--- config.mk ---
export PLATFORM = sky130hd
export DESIGN_NAME = rd_xbar_unmuxed
export DESIGN_NICKNAME = d
export VERILOG_FILES = /design/src/design/xbar_cfg_pkg.sv /design/src/design/axi_rd_pkg.sv /design/src/design/rd_addr_decode.sv /design/src/design/rd_demux.sv /design/src/design/rd_err_slv.sv /design/src/design/rd_reg_slice.sv /design/src/design/rd_xbar_unmuxed.sv
export SDC_FILE = /design/constraint.sdc
export NUM_CORES = 1
export LEC_CHECK = 0
export ABC_AREA = 1
export BUFFER_PORTS_ARGS = -buffer_cell sky130_fd_sc_hd__buf_2
export CAP_MARGIN = 20
export CORE_UTILIZATION = 47
export DETAILED_ROUTE_END_ITERATION = 8
export PLACE_DENSITY = 0.78
export SLEW_MARGIN = 25
export SYNTH_ARGS = -nofsm -noshare
export SYNTH_HDL_FRONTEND = slang
export SYNTH_SLANG_ARGS = --single-unit
--- constraint.sdc ---
create_clock -name clk_i -period 9.8 [get_ports clk_i]
set_input_delay 0.98 -clock clk_i [delete_from_list [all_inputs] [get_ports clk_i]]
set_output_delay 0.98 -clock clk_i [all_outputs]
set_load 0.01 [all_outputs]
--- src/design/xbar_cfg_pkg.sv ---
/* Crossbar configuration: port counts, index widths, the outstanding read
   limit and the slave-to-master connectivity matrix */
package xbar_cfg_pkg;

  localparam int NO_SLV_PORTS  = 2;
  localparam int NO_MST_PORTS  = 2;
  localparam int NO_ADDR_RULES = 3;

  // Master index, and the demux select that also reaches the error target
  localparam int MST_IDX_W = 1;
  localparam int SEL_W     = 2;

  // Outstanding reads per slave port, also the depth of each error slave
  localparam int MAX_TRANS = 4;
  localparam int CNT_W     = 3;

  // Indexed [slave][master]
  // slave 1 has no path to master 0
  localparam bit [NO_SLV_PORTS-1:0][NO_MST_PORTS-1:0] CONNECTIVITY = {
    2'b10,
    2'b11
  };

endpackage

--- src/design/axi_rd_pkg.sv ---
/* Read channel payload types, AXI response codes and the address map rule */
package axi_rd_pkg;

  localparam int ADDR_W = 32;
  localparam int DATA_W = 32;

  typedef logic [ADDR_W-1:0] addr_t;
  typedef logic [DATA_W-1:0] data_t;

  // Encodings follow the AXI RRESP field
  typedef enum logic [1:0] {
    RESP_OKAY   = 2'b00,
    RESP_SLVERR = 2'b10,
    RESP_DECERR = 2'b11
  } resp_e;

  // One address window; end_addr is exclusive
  typedef struct packed {
    logic [xbar_cfg_pkg::MST_IDX_W-1:0] idx;
    addr_t                              start_addr;
    addr_t                              end_addr;
  } rule_t;

endpackage

--- src/design/rd_addr_decode.sv ---
/* Read address decoder: maps an address onto a master index through the rule
   table, with an optional default port and the error target as fallback */
`timescale 1ns/100ps

module rd_addr_decode (
  input  axi_rd_pkg::addr_t                                   addr_i,
  input  axi_rd_pkg::rule_t [xbar_cfg_pkg::NO_ADDR_RULES-1:0] addr_map_i,
  input  logic                                                en_default_i,
  input  logic [xbar_cfg_pkg::MST_IDX_W-1:0]                  default_idx_i,
  output logic [xbar_cfg_pkg::SEL_W-1:0]                      sel_o
);

  import xbar_cfg_pkg::*;
  import axi_rd_pkg::*;

  logic [NO_ADDR_RULES-1:0] rule_hit;

  // Window compare for every rule in parallel
  always_comb begin
    for (int r = 0; r < NO_ADDR_RULES; r++) begin
      rule_hit[r] = (addr_i >= addr_map_i[r].start_addr) &&
                    (addr_i < addr_map_i[r].end_addr);
    end
  end

  // Fallback first, then rules from the highest number down so that the
  // lowest matching rule is the one left standing
  always_comb begin
    if (en_default_i) begin
      sel_o = SEL_W'(default_idx_i);
    end else begin
      sel_o = SEL_W'(NO_MST_PORTS);
    end
    for (int r = NO_ADDR_RULES - 1; r >= 0; r--) begin
      if (rule_hit[r]) begin
        sel_o = SEL_W'(addr_map_i[r].idx);
      end
    end
  end

endmodule

--- src/design/rd_demux.sv ---
/* Read demultiplexer for one slave port: steers AR to the selected target and
   keeps R in order by locking onto one target while reads are in flight */
`timescale 1ns/100ps

module rd_demux (
  input  logic                                             clk_i,
  input  logic                                             rst_i,
  // Slave side
  input  logic                                             slv_ar_valid_i,
  input  axi_rd_pkg::addr_t                                slv_ar_addr_i,
  input  logic [xbar_cfg_pkg::SEL_W-1:0]                   sel_i,
  output logic                                             slv_ar_ready_o,
  output logic                                             slv_r_valid_o,
  output axi_rd_pkg::data_t                                slv_r_data_o,
  output axi_rd_pkg::resp_e                                slv_r_resp_o,
  input  logic                                             slv_r_ready_i,
  // Target side, the last index is the error target
  output logic              [xbar_cfg_pkg::NO_MST_PORTS:0] tgt_ar_valid_o,
  output axi_rd_pkg::addr_t [xbar_cfg_pkg::NO_MST_PORTS:0] tgt_ar_addr_o,
  input  logic              [xbar_cfg_pkg::NO_MST_PORTS:0] tgt_ar_ready_i,
  input  logic              [xbar_cfg_pkg::NO_MST_PORTS:0] tgt_r_valid_i,
  input  axi_rd_pkg::data_t [xbar_cfg_pkg::NO_MST_PORTS:0] tgt_r_data_i,
  input  axi_rd_pkg::resp_e [xbar_cfg_pkg::NO_MST_PORTS:0] tgt_r_resp_i,
  output logic              [xbar_cfg_pkg::NO_MST_PORTS:0] tgt_r_ready_o
);

  import xbar_cfg_pkg::*;
  import axi_rd_pkg::*;

  logic [CNT_W-1:0] cnt_q;
  logic [SEL_W-1:0] lock_q;
  logic             busy;
  logic             ar_ok;
  logic             ar_fire;
  logic             r_fire;

  assign busy = (cnt_q != '0);

  // A new read may only go to the target that still owes responses
  assign ar_ok = (cnt_q < CNT_W'(MAX_TRANS)) && (!busy || (sel_i == lock_q));

  always_comb begin
    for (int t = 0; t <= NO_MST_PORTS; t++) begin
      tgt_ar_valid_o[t] = slv_ar_valid_i && ar_ok && (sel_i == SEL_W'(t));
      tgt_ar_addr_o[t]  = slv_ar_addr_i;
    end
  end

  assign slv_ar_ready_o = ar_ok && tgt_ar_ready_i[sel_i];
  assign ar_fire        = slv_ar_valid_i && slv_ar_ready_o;

  // Responses only from the locked target
  assign slv_r_valid_o = busy && tgt_r_valid_i[lock_q];
  assign slv_r_data_o  = tgt_r_data_i[lock_q];
  assign slv_r_resp_o  = tgt_r_resp_i[lock_q];
  assign r_fire        = slv_r_valid_o && slv_r_ready_i;

  always_comb begin
    for (int t = 0; t <= NO_MST_PORTS; t++) begin
      tgt_r_ready_o[t] = busy && slv_r_ready_i && (lock_q == SEL_W'(t));
    end
  end

  always_ff @(posedge clk_i) begin
    if (rst_i) begin
      cnt_q  <= '0;
      lock_q <= '0;
    end else begin
      cnt_q <= cnt_q + CNT_W'(ar_fire) - CNT_W'(r_fire);
      if (ar_fire) begin
        lock_q <= sel_i;
      end
    end
  end

endmodule

--- src/design/rd_err_slv.sv ---
/* Decode-error slave: counts accepted reads and answers each one with a
   single DECERR beat carrying zero data */
`timescale 1ns/100ps

module rd_err_slv (
  input  logic              clk_i,
  input  logic              rst_i,
  input  logic              ar_valid_i,
  output logic              ar_ready_o,
  output logic              r_valid_o,
  output axi_rd_pkg::data_t r_data_o,
  output axi_rd_pkg::resp_e r_resp_o,
  input  logic              r_ready_i
);

  import xbar_cfg_pkg::*;
  import axi_rd_pkg::*;

  // Reads carry no payload here, so the FIFO reduces to its fill count
  logic [CNT_W-1:0] fill_q;
  logic             ar_fire;
  logic             r_fire;

  assign ar_ready_o = (fill_q < CNT_W'(MAX_TRANS));
  assign ar_fire    = ar_valid_i && ar_ready_o;

  assign r_valid_o = (fill_q != '0);
  assign r_data_o  = '0;
  assign r_resp_o  = RESP_DECERR;
  assign r_fire    = r_valid_o && r_ready_i;

  always_ff @(posedge clk_i) begin
    if (rst_i) begin
      fill_q <= '0;
    end else begin
      fill_q <= fill_q + CNT_W'(ar_fire) - CNT_W'(r_fire);
    end
  end

endmodule

--- src/design/rd_reg_slice.sv ---
/* Register slice for one crossbar connection: a two-entry skid buffer on AR
   and on R, so no combinational path crosses it */
`timescale 1ns/100ps

module rd_reg_slice (
  input  logic              clk_i,
  input  logic              rst_i,
  // Slave side
  input  logic              s_ar_valid_i,
  input  axi_rd_pkg::addr_t s_ar_addr_i,
  output logic              s_ar_ready_o,
  output logic              s_r_valid_o,
  output axi_rd_pkg::data_t s_r_data_o,
  output axi_rd_pkg::resp_e s_r_resp_o,
  input  logic              s_r_ready_i,
  // Master side
  output logic              m_ar_valid_o,
  output axi_rd_pkg::addr_t m_ar_addr_o,
  input  logic              m_ar_ready_i,
  input  logic              m_r_valid_i,
  input  axi_rd_pkg::data_t m_r_data_i,
  input  axi_rd_pkg::resp_e m_r_resp_i,
  output logic              m_r_ready_o
);

  import axi_rd_pkg::*;

  localparam int RESP_W = $bits(resp_e);
  localparam int PLD_W  = ((ADDR_W > DATA_W) ? ADDR_W : DATA_W) + RESP_W;

  // Channel 0 is AR (slave to master), channel 1 is R (master to slave)
  logic [1:0]             in_valid;
  logic [1:0]             in_ready;
  logic [1:0][PLD_W-1:0]  in_pld;
  logic [1:0]             out_valid;
  logic [1:0]             out_ready;
  logic [1:0][PLD_W-1:0]  out_pld;

  assign in_valid[0]  = s_ar_valid_i;
  assign in_pld[0]    = PLD_W'(s_ar_addr_i);
  assign s_ar_ready_o = in_ready[0];
  assign m_ar_valid_o = out_valid[0];
  assign m_ar_addr_o  = out_pld[0][ADDR_W-1:0];
  assign out_ready[0] = m_ar_ready_i;

  assign in_valid[1]  = m_r_valid_i;
  assign in_pld[1]    = PLD_W'({m_r_resp_i, m_r_data_i});
  assign m_r_ready_o  = in_ready[1];
  assign s_r_valid_o  = out_valid[1];
  assign s_r_data_o   = out_pld[1][DATA_W-1:0];
  assign s_r_resp_o   = resp_e'(out_pld[1][DATA_W +: RESP_W]);
  assign out_ready[1] = s_r_ready_i;

  for (genvar c = 0; c < 2; c++) begin : gen_chan
    logic             head_vld_q;
    logic             skid_vld_q;
    logic [PLD_W-1:0] head_q;
    logic [PLD_W-1:0] skid_q;
    logic             push;
    logic             pop;
    logic             load_head;
    logic             load_skid;

    // Ready only looks at our own fill
    assign in_ready[c]  = !skid_vld_q;
    assign out_valid[c] = head_vld_q;
    assign out_pld[c]   = head_q;

    assign push      = in_valid[c] && in_ready[c];
    assign pop       = head_vld_q && out_ready[c];
    assign load_head = (pop && (skid_vld_q || push)) || (push && !head_vld_q);
    assign load_skid = push && head_vld_q && !pop;

    always_ff @(posedge clk_i) begin
      if (rst_i) begin
        head_vld_q <= 1'b0;
        skid_vld_q <= 1'b0;
      end else begin
        head_vld_q <= head_vld_q ? (!pop || skid_vld_q || push) : push;
        skid_vld_q <= skid_vld_q ? !pop : load_skid;
      end
    end

    // Head refills from the skid entry first to keep order
    always_ff @(posedge clk_i) begin
      if (load_head) begin
        head_q <= skid_vld_q ? skid_q : in_pld[c];
      end
      if (load_skid) begin
        skid_q <= in_pld[c];
      end
    end
  end

endmodule

--- src/design/rd_xbar_unmuxed.sv ---
/* Read-only unmuxed crossbar: per slave port decoder, demux and error slave,
   and one register slice for every connected slave/master pair */
`timescale 1ns/100ps

module rd_xbar_unmuxed (
  input  logic                                                clk_i,
  input  logic                                                rst_i,
  // Slave ports
  input  logic              [xbar_cfg_pkg::NO_SLV_PORTS-1:0]  slv_ar_valid_i,
  input  axi_rd_pkg::addr_t [xbar_cfg_pkg::NO_SLV_PORTS-1:0]  slv_ar_addr_i,
  output logic              [xbar_cfg_pkg::NO_SLV_PORTS-1:0]  slv_ar_ready_o,
  output logic              [xbar_cfg_pkg::NO_SLV_PORTS-1:0]  slv_r_valid_o,
  output axi_rd_pkg::data_t [xbar_cfg_pkg::NO_SLV_PORTS-1:0]  slv_r_data_o,
  output axi_rd_pkg::resp_e [xbar_cfg_pkg::NO_SLV_PORTS-1:0]  slv_r_resp_o,
  input  logic              [xbar_cfg_pkg::NO_SLV_PORTS-1:0]  slv_r_ready_i,
  // Master ports, one channel per slave port, indexed [master][slave]
  output logic [xbar_cfg_pkg::NO_MST_PORTS-1:0][xbar_cfg_pkg::NO_SLV_PORTS-1:0]
    mst_ar_valid_o,
  output axi_rd_pkg::addr_t [xbar_cfg_pkg::NO_MST_PORTS-1:0][xbar_cfg_pkg::NO_SLV_PORTS-1:0]
    mst_ar_addr_o,
  input  logic [xbar_cfg_pkg::NO_MST_PORTS-1:0][xbar_cfg_pkg::NO_SLV_PORTS-1:0]
    mst_ar_ready_i,
  input  logic [xbar_cfg_pkg::NO_MST_PORTS-1:0][xbar_cfg_pkg::NO_SLV_PORTS-1:0]
    mst_r_valid_i,
  input  axi_rd_pkg::data_t [xbar_cfg_pkg::NO_MST_PORTS-1:0][xbar_cfg_pkg::NO_SLV_PORTS-1:0]
    mst_r_data_i,
  input  axi_rd_pkg::resp_e [xbar_cfg_pkg::NO_MST_PORTS-1:0][xbar_cfg_pkg::NO_SLV_PORTS-1:0]
    mst_r_resp_i,
  output logic [xbar_cfg_pkg::NO_MST_PORTS-1:0][xbar_cfg_pkg::NO_SLV_PORTS-1:0]
    mst_r_ready_o,
  // Address map and default routing, quasi-static
  input  axi_rd_pkg::rule_t [xbar_cfg_pkg::NO_ADDR_RULES-1:0] addr_map_i,
  input  logic [xbar_cfg_pkg::NO_SLV_PORTS-1:0]               en_default_mst_port_i,
  input  logic [xbar_cfg_pkg::NO_SLV_PORTS-1:0][xbar_cfg_pkg::MST_IDX_W-1:0]
    default_mst_port_i
);

  import xbar_cfg_pkg::*;
  import axi_rd_pkg::*;

  // Demux target channels, one extra index per slave port for the error slave
  logic  [NO_SLV_PORTS-1:0][NO_MST_PORTS:0] dmx_ar_valid;
  addr_t [NO_SLV_PORTS-1:0][NO_MST_PORTS:0] dmx_ar_addr;
  logic  [NO_SLV_PORTS-1:0][NO_MST_PORTS:0] dmx_ar_ready;
  logic  [NO_SLV_PORTS-1:0][NO_MST_PORTS:0] dmx_r_valid;
  data_t [NO_SLV_PORTS-1:0][NO_MST_PORTS:0] dmx_r_data;
  resp_e [NO_SLV_PORTS-1:0][NO_MST_PORTS:0] dmx_r_resp;
  logic  [NO_SLV_PORTS-1:0][NO_MST_PORTS:0] dmx_r_ready;

  for (genvar i = 0; i < NO_SLV_PORTS; i++) begin : gen_slv_port
    logic [SEL_W-1:0] ar_sel;

    rd_addr_decode i_decode (
      .addr_i        (slv_ar_addr_i[i]),
      .addr_map_i    (addr_map_i),
      .en_default_i  (en_default_mst_port_i[i]),
      .default_idx_i (default_mst_port_i[i]),
      .sel_o         (ar_sel)
    );

    rd_demux i_demux (
      .clk_i          (clk_i),
      .rst_i          (rst_i),
      .slv_ar_valid_i (slv_ar_valid_i[i]),
      .slv_ar_addr_i  (slv_ar_addr_i[i]),
      .sel_i          (ar_sel),
      .slv_ar_ready_o (slv_ar_ready_o[i]),
      .slv_r_valid_o  (slv_r_valid_o[i]),
      .slv_r_data_o   (slv_r_data_o[i]),
      .slv_r_resp_o   (slv_r_resp_o[i]),
      .slv_r_ready_i  (slv_r_ready_i[i]),
      .tgt_ar_valid_o (dmx_ar_valid[i]),
      .tgt_ar_addr_o  (dmx_ar_addr[i]),
      .tgt_ar_ready_i (dmx_ar_ready[i]),
      .tgt_r_valid_i  (dmx_r_valid[i]),
      .tgt_r_data_i   (dmx_r_data[i]),
      .tgt_r_resp_i   (dmx_r_resp[i]),
      .tgt_r_ready_o  (dmx_r_ready[i])
    );

    // Unmapped reads end here
    rd_err_slv i_err_slv (
      .clk_i      (clk_i),
      .rst_i      (rst_i),
      .ar_valid_i (dmx_ar_valid[i][NO_MST_PORTS]),
      .ar_ready_o (dmx_ar_ready[i][NO_MST_PORTS]),
      .r_valid_o  (dmx_r_valid[i][NO_MST_PORTS]),
      .r_data_o   (dmx_r_data[i][NO_MST_PORTS]),
      .r_resp_o   (dmx_r_resp[i][NO_MST_PORTS]),
      .r_ready_i  (dmx_r_ready[i][NO_MST_PORTS])
    );
  end

  for (genvar i = 0; i < NO_SLV_PORTS; i++) begin : gen_slv_cross
    for (genvar j = 0; j < NO_MST_PORTS; j++) begin : gen_mst_cross
      if (CONNECTIVITY[i][j]) begin : gen_connection
        rd_reg_slice i_slice (
          .clk_i        (clk_i),
          .rst_i        (rst_i),
          .s_ar_valid_i (dmx_ar_valid[i][j]),
          .s_ar_addr_i  (dmx_ar_addr[i][j]),
          .s_ar_ready_o (dmx_ar_ready[i][j]),
          .s_r_valid_o  (dmx_r_valid[i][j]),
          .s_r_data_o   (dmx_r_data[i][j]),
          .s_r_resp_o   (dmx_r_resp[i][j]),
          .s_r_ready_i  (dmx_r_ready[i][j]),
          .m_ar_valid_o (mst_ar_valid_o[j][i]),
          .m_ar_addr_o  (mst_ar_addr_o[j][i]),
          .m_ar_ready_i (mst_ar_ready_i[j][i]),
          .m_r_valid_i  (mst_r_valid_i[j][i]),
          .m_r_data_i   (mst_r_data_i[j][i]),
          .m_r_resp_i   (mst_r_resp_i[j][i]),
          .m_r_ready_o  (mst_r_ready_o[j][i])
        );
      end else begin : gen_no_connection
        // Master channel stays idle, reads to it get DECERR
        assign mst_ar_valid_o[j][i] = 1'b0;
        assign mst_ar_addr_o[j][i]  = '0;
        assign mst_r_ready_o[j][i]  = 1'b0;

        rd_err_slv i_err_slv (
          .clk_i      (clk_i),
          .rst_i      (rst_i),
          .ar_valid_i (dmx_ar_valid[i][j]),
          .ar_ready_o (dmx_ar_ready[i][j]),
          .r_valid_o  (dmx_r_valid[i][j]),
          .r_data_o   (dmx_r_data[i][j]),
          .r_resp_o   (dmx_r_resp[i][j]),
          .r_ready_i  (dmx_r_ready[i][j])
        );
      end
    end
  end

endmodule

### Word level (Yosys, flattened, before mapping)

Index checks and enable logic that the tools add are counted.

* reductions and logical operators: 129
* $lt $le $gt $ge: 21
* equality and inequality tests: 10
* mux-type cells: 42
* $add $sub $neg: 10

Operators with widths (count)
* $ge 32x32->1: 6
* $lt 32x32->1: 6
* $mux 32: 5
* $bmux 32 s2: 2
* $mux 34: 3
* $logic_and 1x1->1: 74
* $logic_or 1x1->1: 26
* $logic_not 1->1: 20
* $mux 2: 10
* $mux 1: 16
* $add 3x1->3: 5
* $lt 3x3->1 const B: 5
* $reduce_bool 3->1: 5
* $sub 3x1->3: 5
* $lt 2x3->1 const B: 4
* $bmux 1 s2: 4
* $bmux 2 s2: 2
* $eq 2x1->1 const B: 4
* $eq 2x2->1 const B: 4
* $logic_not 2->1: 4
* $eq 2x2->1: 2

* register bits: 427
* output and inout port bits: 208
* word-level logic and storage cells: 243
* input bits: 413

### Depth between registers and ports, before layout

* word-level depth: 14
* depth in mapped cells: 29
* gate-level depth less buffers: 29

### Modules after synthesis

A second synthesis with hierarchy kept.

* cell total of the unflattened synthesis: 3564
* area, all modules: 30481.7 µm²

Modules (own cells, without submodules)
* rd_reg_slice: seq. area each 4043.9 µm², cells an instance 380, area an instance 5071.1 µm², instances 3
* rd_addr_decode: seq. area each 0.0 µm², cells an instance 787, area an instance 4973.5 µm², instances 2
* rd_demux: seq. area each 100.1 µm², cells an instance 314, area an instance 1846.8 µm², instances 2
* rd_err_slv at gen_slv_port[0].i_err_slv ...: seq. area each 60.1 µm², cells an instance 62, area an instance 454.2 µm², instances 2
* rd_err_slv at gen_slv_cross[1].gen_mst_cross[0].gen_no_connection.i_err_slv: seq. area each 60.1 µm², cells an instance 63, area an instance 460.4 µm², instances 1
* rd_xbar_unmuxed: seq. area each 0.0 µm², cells an instance 35, area an instance 259.0 µm², instances 1

### Least setup slack after synthesis

OpenSTA, ideal clock, no wires.

* path type: input to register
* start: in addr_map_i[33] (netlist bit)
* end: reg gen_slv_cross[1].gen_mst_cross[1].gen_connection.i_slice.gen_chan[0].head_q[0] (enable)
* data required time: 9368 ps
* cell stages on the path: 21
* buffers on the path: 0
* path slack: 5200 ps
* library setup time: 432 ps
* data arrival time: 4169 ps
* cells stage by stage: inv_1 > ha_1 > inv_1 > nor2_1 > nor2_1 > nor2_1 > o21ai_1 > nand3_1 > nand2_1 > nand2_1 > nand2_1 > nand2_1 > nor2_2 > nor2_4 > nor2_4 > nor2_1 > nor2_2 > nand2_2 > nand2_4 > nand3_1 > a21oi_1

* cells in the longest elaborated chain, start to end: 12
* elaborated cells between the ends (all ways): 14
* classes of those cells: order compare (1); eq/ne (2); mux (1); reduce/logical (10)

Ends and longest elaborated chain
* from (decl): RTL line rd_xbar_unmuxed.sv:32 `input axi_rd_pkg::rule_t [xbar_cfg_pkg::NO_ADDR_RULES-1:0] addr_map_i,`
* $ge 32x32->1 (*): RTL line rd_addr_decode.sv:21 `rule_hit[r] = (addr_i >= addr_map_i[r].start_addr) &&`
* $logic_and 1x1->1 (*): RTL line rd_addr_decode.sv:21
* $mux 2 (*): RTL line rd_addr_decode.sv:35 `if (rule_hit[r]) begin`
* $eq 2x2->1: RTL line rd_demux.sv:40 `assign ar_ok = (cnt_q < CNT_W'(MAX_TRANS)) && (!busy || (sel_i == lock_q));`
* $logic_or 1x1->1: RTL line rd_demux.sv:40
* $logic_and 1x1->1: RTL line rd_demux.sv:40
* $logic_and 1x1->1: RTL line rd_demux.sv:44 `tgt_ar_valid_o[t] = slv_ar_valid_i && ar_ok && (sel_i == SEL_W'(t));`
* $logic_and 1x1->1 (*): RTL line rd_demux.sv:44
* $logic_and 1x1->1 (*): RTL line rd_reg_slice.sv:69 `assign push = in_valid[c] && in_ready[c];`
* $logic_or 1x1->1: RTL line rd_reg_slice.sv:71 `assign load_head = (pop && (skid_vld_q || push)) || (push && !head_vld_q);`
* $logic_and 1x1->1: RTL line rd_reg_slice.sv:71
* $logic_or 1x1->1 (*): RTL line rd_reg_slice.sv:71
* via gen_slv_cross[1].gen_mst_cross[1].gen_connection.i_slice.gen_chan[0].load_head: RTL line rd_reg_slice.sv:61 `logic load_head;`
* to (signal assigned): RTL line rd_reg_slice.sv:87 `head_q <= skid_vld_q ? skid_q : in_pld[c];`
* to (decl): RTL line rd_reg_slice.sv:57 `logic [PLD_W-1:0] head_q;`

Mark *: on every way through the listed nets, which the timed path passes. The rest lies on a longest branch.
A chain may end at the register's enable or synchronous reset.

### Final worst setup path

* start: in slv_ar_addr_i[7] (netlist bit)
* end: out slv_ar_ready_o[0] (netlist bit)

* cells in the longest elaborated chain, start to end: 9
* elaborated cells between the ends (all ways): 18
* classes of those cells: order compare (6); eq/ne (1); mux (5); reduce/logical (6)

Ends and longest elaborated chain
* from (decl): RTL line rd_xbar_unmuxed.sv:10 `input axi_rd_pkg::addr_t [xbar_cfg_pkg::NO_SLV_PORTS-1:0] slv_ar_addr_i,`
* $ge 32x32->1 / $lt 32x32->1 (equally long branches): RTL line rd_addr_decode.sv:21, rd_addr_decode.sv:22
* $logic_and 1x1->1: RTL line rd_addr_decode.sv:21
* $mux 2 (2 in a row): RTL line rd_addr_decode.sv:35
* $mux 2 (*): RTL line rd_addr_decode.sv:35
* $eq 2x2->1: RTL line rd_demux.sv:40
* $logic_or 1x1->1: RTL line rd_demux.sv:40
* $logic_and 1x1->1: RTL line rd_demux.sv:40
* $logic_and 1x1->1 (*): RTL line rd_demux.sv:49 `assign slv_ar_ready_o = ar_ok && tgt_ar_ready_i[sel_i];`
* to (decl): RTL line rd_xbar_unmuxed.sv:11 `output logic [xbar_cfg_pkg::NO_SLV_PORTS-1:0] slv_ar_ready_o,`

Mark *: on every way between the ends. The rest lies on a longest branch, timed or not. The select of a mux whose other input is x is not followed.

==> flow_metrics.py <==
metrics = {
    "yosys": {
        "yosys_register_bits": 427,
        "syn-cell-area_um2": 26540,
        "synth_warnings": 0,
        "synth-edff-count": 396,
        "synth-async-reset-ratio": 0,
        "synth.distinct_cells": 47,
        "synth_ff_type": "edfxtp_1",
        "yosysSeqAreaShare": 0.4715,
        "synth_cells": 2800,
        "postSynthAreaPerCell_um2": 9.477,
    },
    "power_and_ir_drop": {
        "clkPwrFrac": 0.325,
        "ir_drop_v": 0.0001816,
        "leakage_nw": 15.32,
        "combPwrFrac": 0.260,
        "p_int_mw": 3.693,
        "p_sw_frac": 0.3216,
        "seqPwrFrac": 0.415,
        "power_switching_mw": 1.751,
        "powerDensity_nw_per_um2": 171.9,
    },
    "status": {
        "status": "complete, no violations",
    },
    "setup_path": {
        "crit_slowest_cell": "nor2_1",
        "arrival_ns": 3.70,
        "cp_data_required_time_ns": 8.82,
        "critPathKind": "input port to output port",
        "cpMostUsedCell": "nand2_1",
        "worstPathMaxFanout": 9,
        "critical-path-max-stage-delay_ns": 0.40,
        "cp-end-kind": "output port",
        "crit_path_start_kind": "input port",
        "path_delay_family": "simple AND/OR/NAND/NOR gates",
        "worstPathBufferInverterCount": 3,
        "crit_chain": "buf_2 -> ha_1 -> nand2_1 -> nor2_1 -> o21ai_1 -> nand2_1 -> nand2_1 -> nand2_1 -> nand2_1 -> nand3_1 -> nand3_2 -> nand3_1 -> nand3_1 -> nand2_1 -> nand2_1 -> nand2_4 -> nand2_1 -> inv_1 -> buf_2",
    },
    "global_route": {
        "grt_busiest_layer": "met2",
        "grt-ovfl-total": 0,
        "grt_first_pass_wirelength_mm": 119.3,
        "use_met1": 0.3434,
        "use_met3": 0.06223,
        "antenna_found_initial": 32,
        "grt_start_max_net_pins": 68,
        "grt_pass1_vias": 21158,
        "grt_util_met2": 0.4447,
        "groute.usage.overall": 0.2758,
    },
    "sta": {
        "period_share": 0.4776,
        "setup_violations": 0,
        "layout_setup_ws_ns": 5.120,
        "slew_headroom": 0.3562,
        "drv_slew": 0,
        "fin_skew_ns": 0.03523,
        "tightest_slew_ns": 0.9634,
        "setup_tns_ns": 0,
        "finalCriticalPeriod_ns": 4.680,
        "rsz0062_at_grt": "no",
        "final_hold_viol_count": 0,
        "max_freq_mhz": 213.7,
        "hold_ws_ns": 0.4736,
    },
    "clock_network": {
        "h-tree-depth": 2,
        "cts_sinks": 427,
        "cts_tree": "done",
        "cts_buffers": 48,
        "clock_latency_ns": 0.59,
        "post-cts-setup-buffer-count": 0,
        "cts-root-buf": "clkbuf_16",
        "path_clk_slew_ns": 0.06,
        "cts_buffer_depth": 3,
        "cts-resized-gates": 0,
        "hold_buffers": 0,
    },
    "floorplan": {
        "rows": 86,
        "core_area_um2": 55420,
        "dieArea_um2": 57410,
        "start_util": 0.4788,
        "die_h_um": 239.6,
        "ios": 621,
        "die_w_um": 239.6,
    },
    "finish": {
        "drive_gt1_frac": 0.2196,
        "multi_input_area_um2": 12260,
        "area_growth_pct": 19.33,
        "fill_cells": 4833,
        "fin_nets": 4160,
        "fin_util": 0.5714,
        "ff_latch_area_um2": 12520,
    },
    "routing": {
        "antenna_left": 0,
        "drt-total-wl_mm": 79.71,
        "via_per_inst": 5.214,
        "firstDrtPassIters": 5,
        "wl_per_cell_um": 19.11,
        "drc": 0,
        "drt_iter0_drc": 1590,
        "vias": 21746,
    },
    "place": {
        "gp_congestion": 0.9287,
        "dp_slack_ns": 5.184,
        "hpwlAfterDp_mm": 59.98,
        "io_buffers": 550,
    },
    "hold_path": {
        "hold_path.class": "register to register",
    },
    "job": {
        "max_cap_violations": 0,
    },
}
-- per-stage QoR --
stage	instances	total power [mW]	cell area (um^2)
6_report	4171	5.444	31670
5_1_grt	4167	5.717	31660
4_1_cts	4141	5.477	31590
3_5_place_dp	4052	3.706	30050
3_3_place_gp	4052	3.665	30050
2_1_floorplan	2833	3.150	26660
-- cells by family after synthesis --
logic type | count (synthesis) | share of synthesized area
xor+xnor | 5 | 0.001651
mux | 31 | 0.01316
fa+ha+maj | 393 | 0.1867
buf+inv | 479 | 0.07398
other cells | 1 | 0.0001413
compound gates | 402 | 0.08365
simple gates | 1062 | 0.1692
flops | 427 | 0.4715
-- routing by layer --
metal | part of all wire | routed length (um)
met4 | 0.054 | 4265
met2 | 0.46 | 36690
met1 | 0.39 | 31130
met5 | 0.00058 | 46
met3 | 0.095 | 7582
-- final cells by class --
class / instances / share of cell area
tap: 748 / 0.02956
antenna: 30 / 0.002371
inverter: 377 / 0.04469
timing repair buffer: 573 / 0.09238
clock buffer: 63 / 0.04101
clock inverter: 26 / 0.007705
sequential: 427 / 0.3953
multi-input combinational: 1927 / 0.3870
-- worst reg2reg max path, delay by kind of cell (launching register included) --
kind | cells | cell delay (ns)
xor gates and xnor gates | 1 | 0.16
AOI/OAI and AO/OA | 3 | 0.42
adders and majority gates | 3 | 0.81
and+or+nand+nor | 2 | 0.84
buffers and inverters | 4 | 0.44
DFF | 1 | 0.47
-- cells in the final DEF (no fill, tap or decap), types with 34 or more instances in the layout --
cell type / synthesis / layout
a21oi_1: 199 / 196
buf_2: 0 / 550
clkbuf_16: 0 / 49
conb_1: 1 / 34
edfxtp_1: 396 / 396
ha_1: 388 / 388
inv_1: 369 / 367
nand2_1: 742 / 742
nand3_1: 43 / 43
nor2_1: 159 / 154
o21ai_0: 119 / 119
-- Yosys cell counts (5+ instances only) --
cell        n  area (um^2)
o21ai_0   119        595.6
fa_1        5        100.1
inv_1     369         1385
ha_1      388         4855
nand4_1    31        193.9
buf_4      44        330.3
a21oi_1   199        996.0
nor2_2     10        62.56
nand3_2     9        90.09
o21a_1     14        105.1
nand3_1    43        215.2
o211ai_1    6        45.04
nor2_1    159        596.8
dfxtp_1    31        620.6
a22o_1     32        280.3
nand2_2     9        56.30
a21o_1      5        37.54
inv_2       8        30.03
nor3_1     25        125.1
nand2_1   742         2785
clkbuf_1   54        202.7
edfxtp_1  396        11890
o21ai_1    18        90.09
mux2_2     31        349.1
nor4_1      7        43.79
-- final timing paths --
check	slack (ns)	endpoint	from	cells past startpoint
worst max-delay path	5.12	slv_ar_ready_o[0]	slv_ar_addr_i[7]	19
worst min-delay path	0.47	register	register	2
worst max register to register	6.56	gen_slv_port[0].i_demux.cnt_q[2]$_SDFF_PP0_	gen_slv_port[0].i_demux.lock_q[0]$_SDFFE_PP0P_	13
worst min register to register	0.47	register	register	2
-- power groups by stage --
| stage | Clock [mW] | Combinational [mW] | Sequential, mW |
|---|---|---|---|
| 2_1_floorplan | 0 | 0.833 | 2.32 |
| 3_3_place_gp | 0 | 1.37 | 2.29 |
| 3_5_place_dp | 0 | 1.41 | 2.30 |
| 4_1_cts | 1.80 | 1.42 | 2.26 |
| 5_1_grt | 1.86 | 1.58 | 2.27 |
| 6_report | 1.77 | 1.42 | 2.26 |
Note: power is estimated with default switching activity, not from simulation.
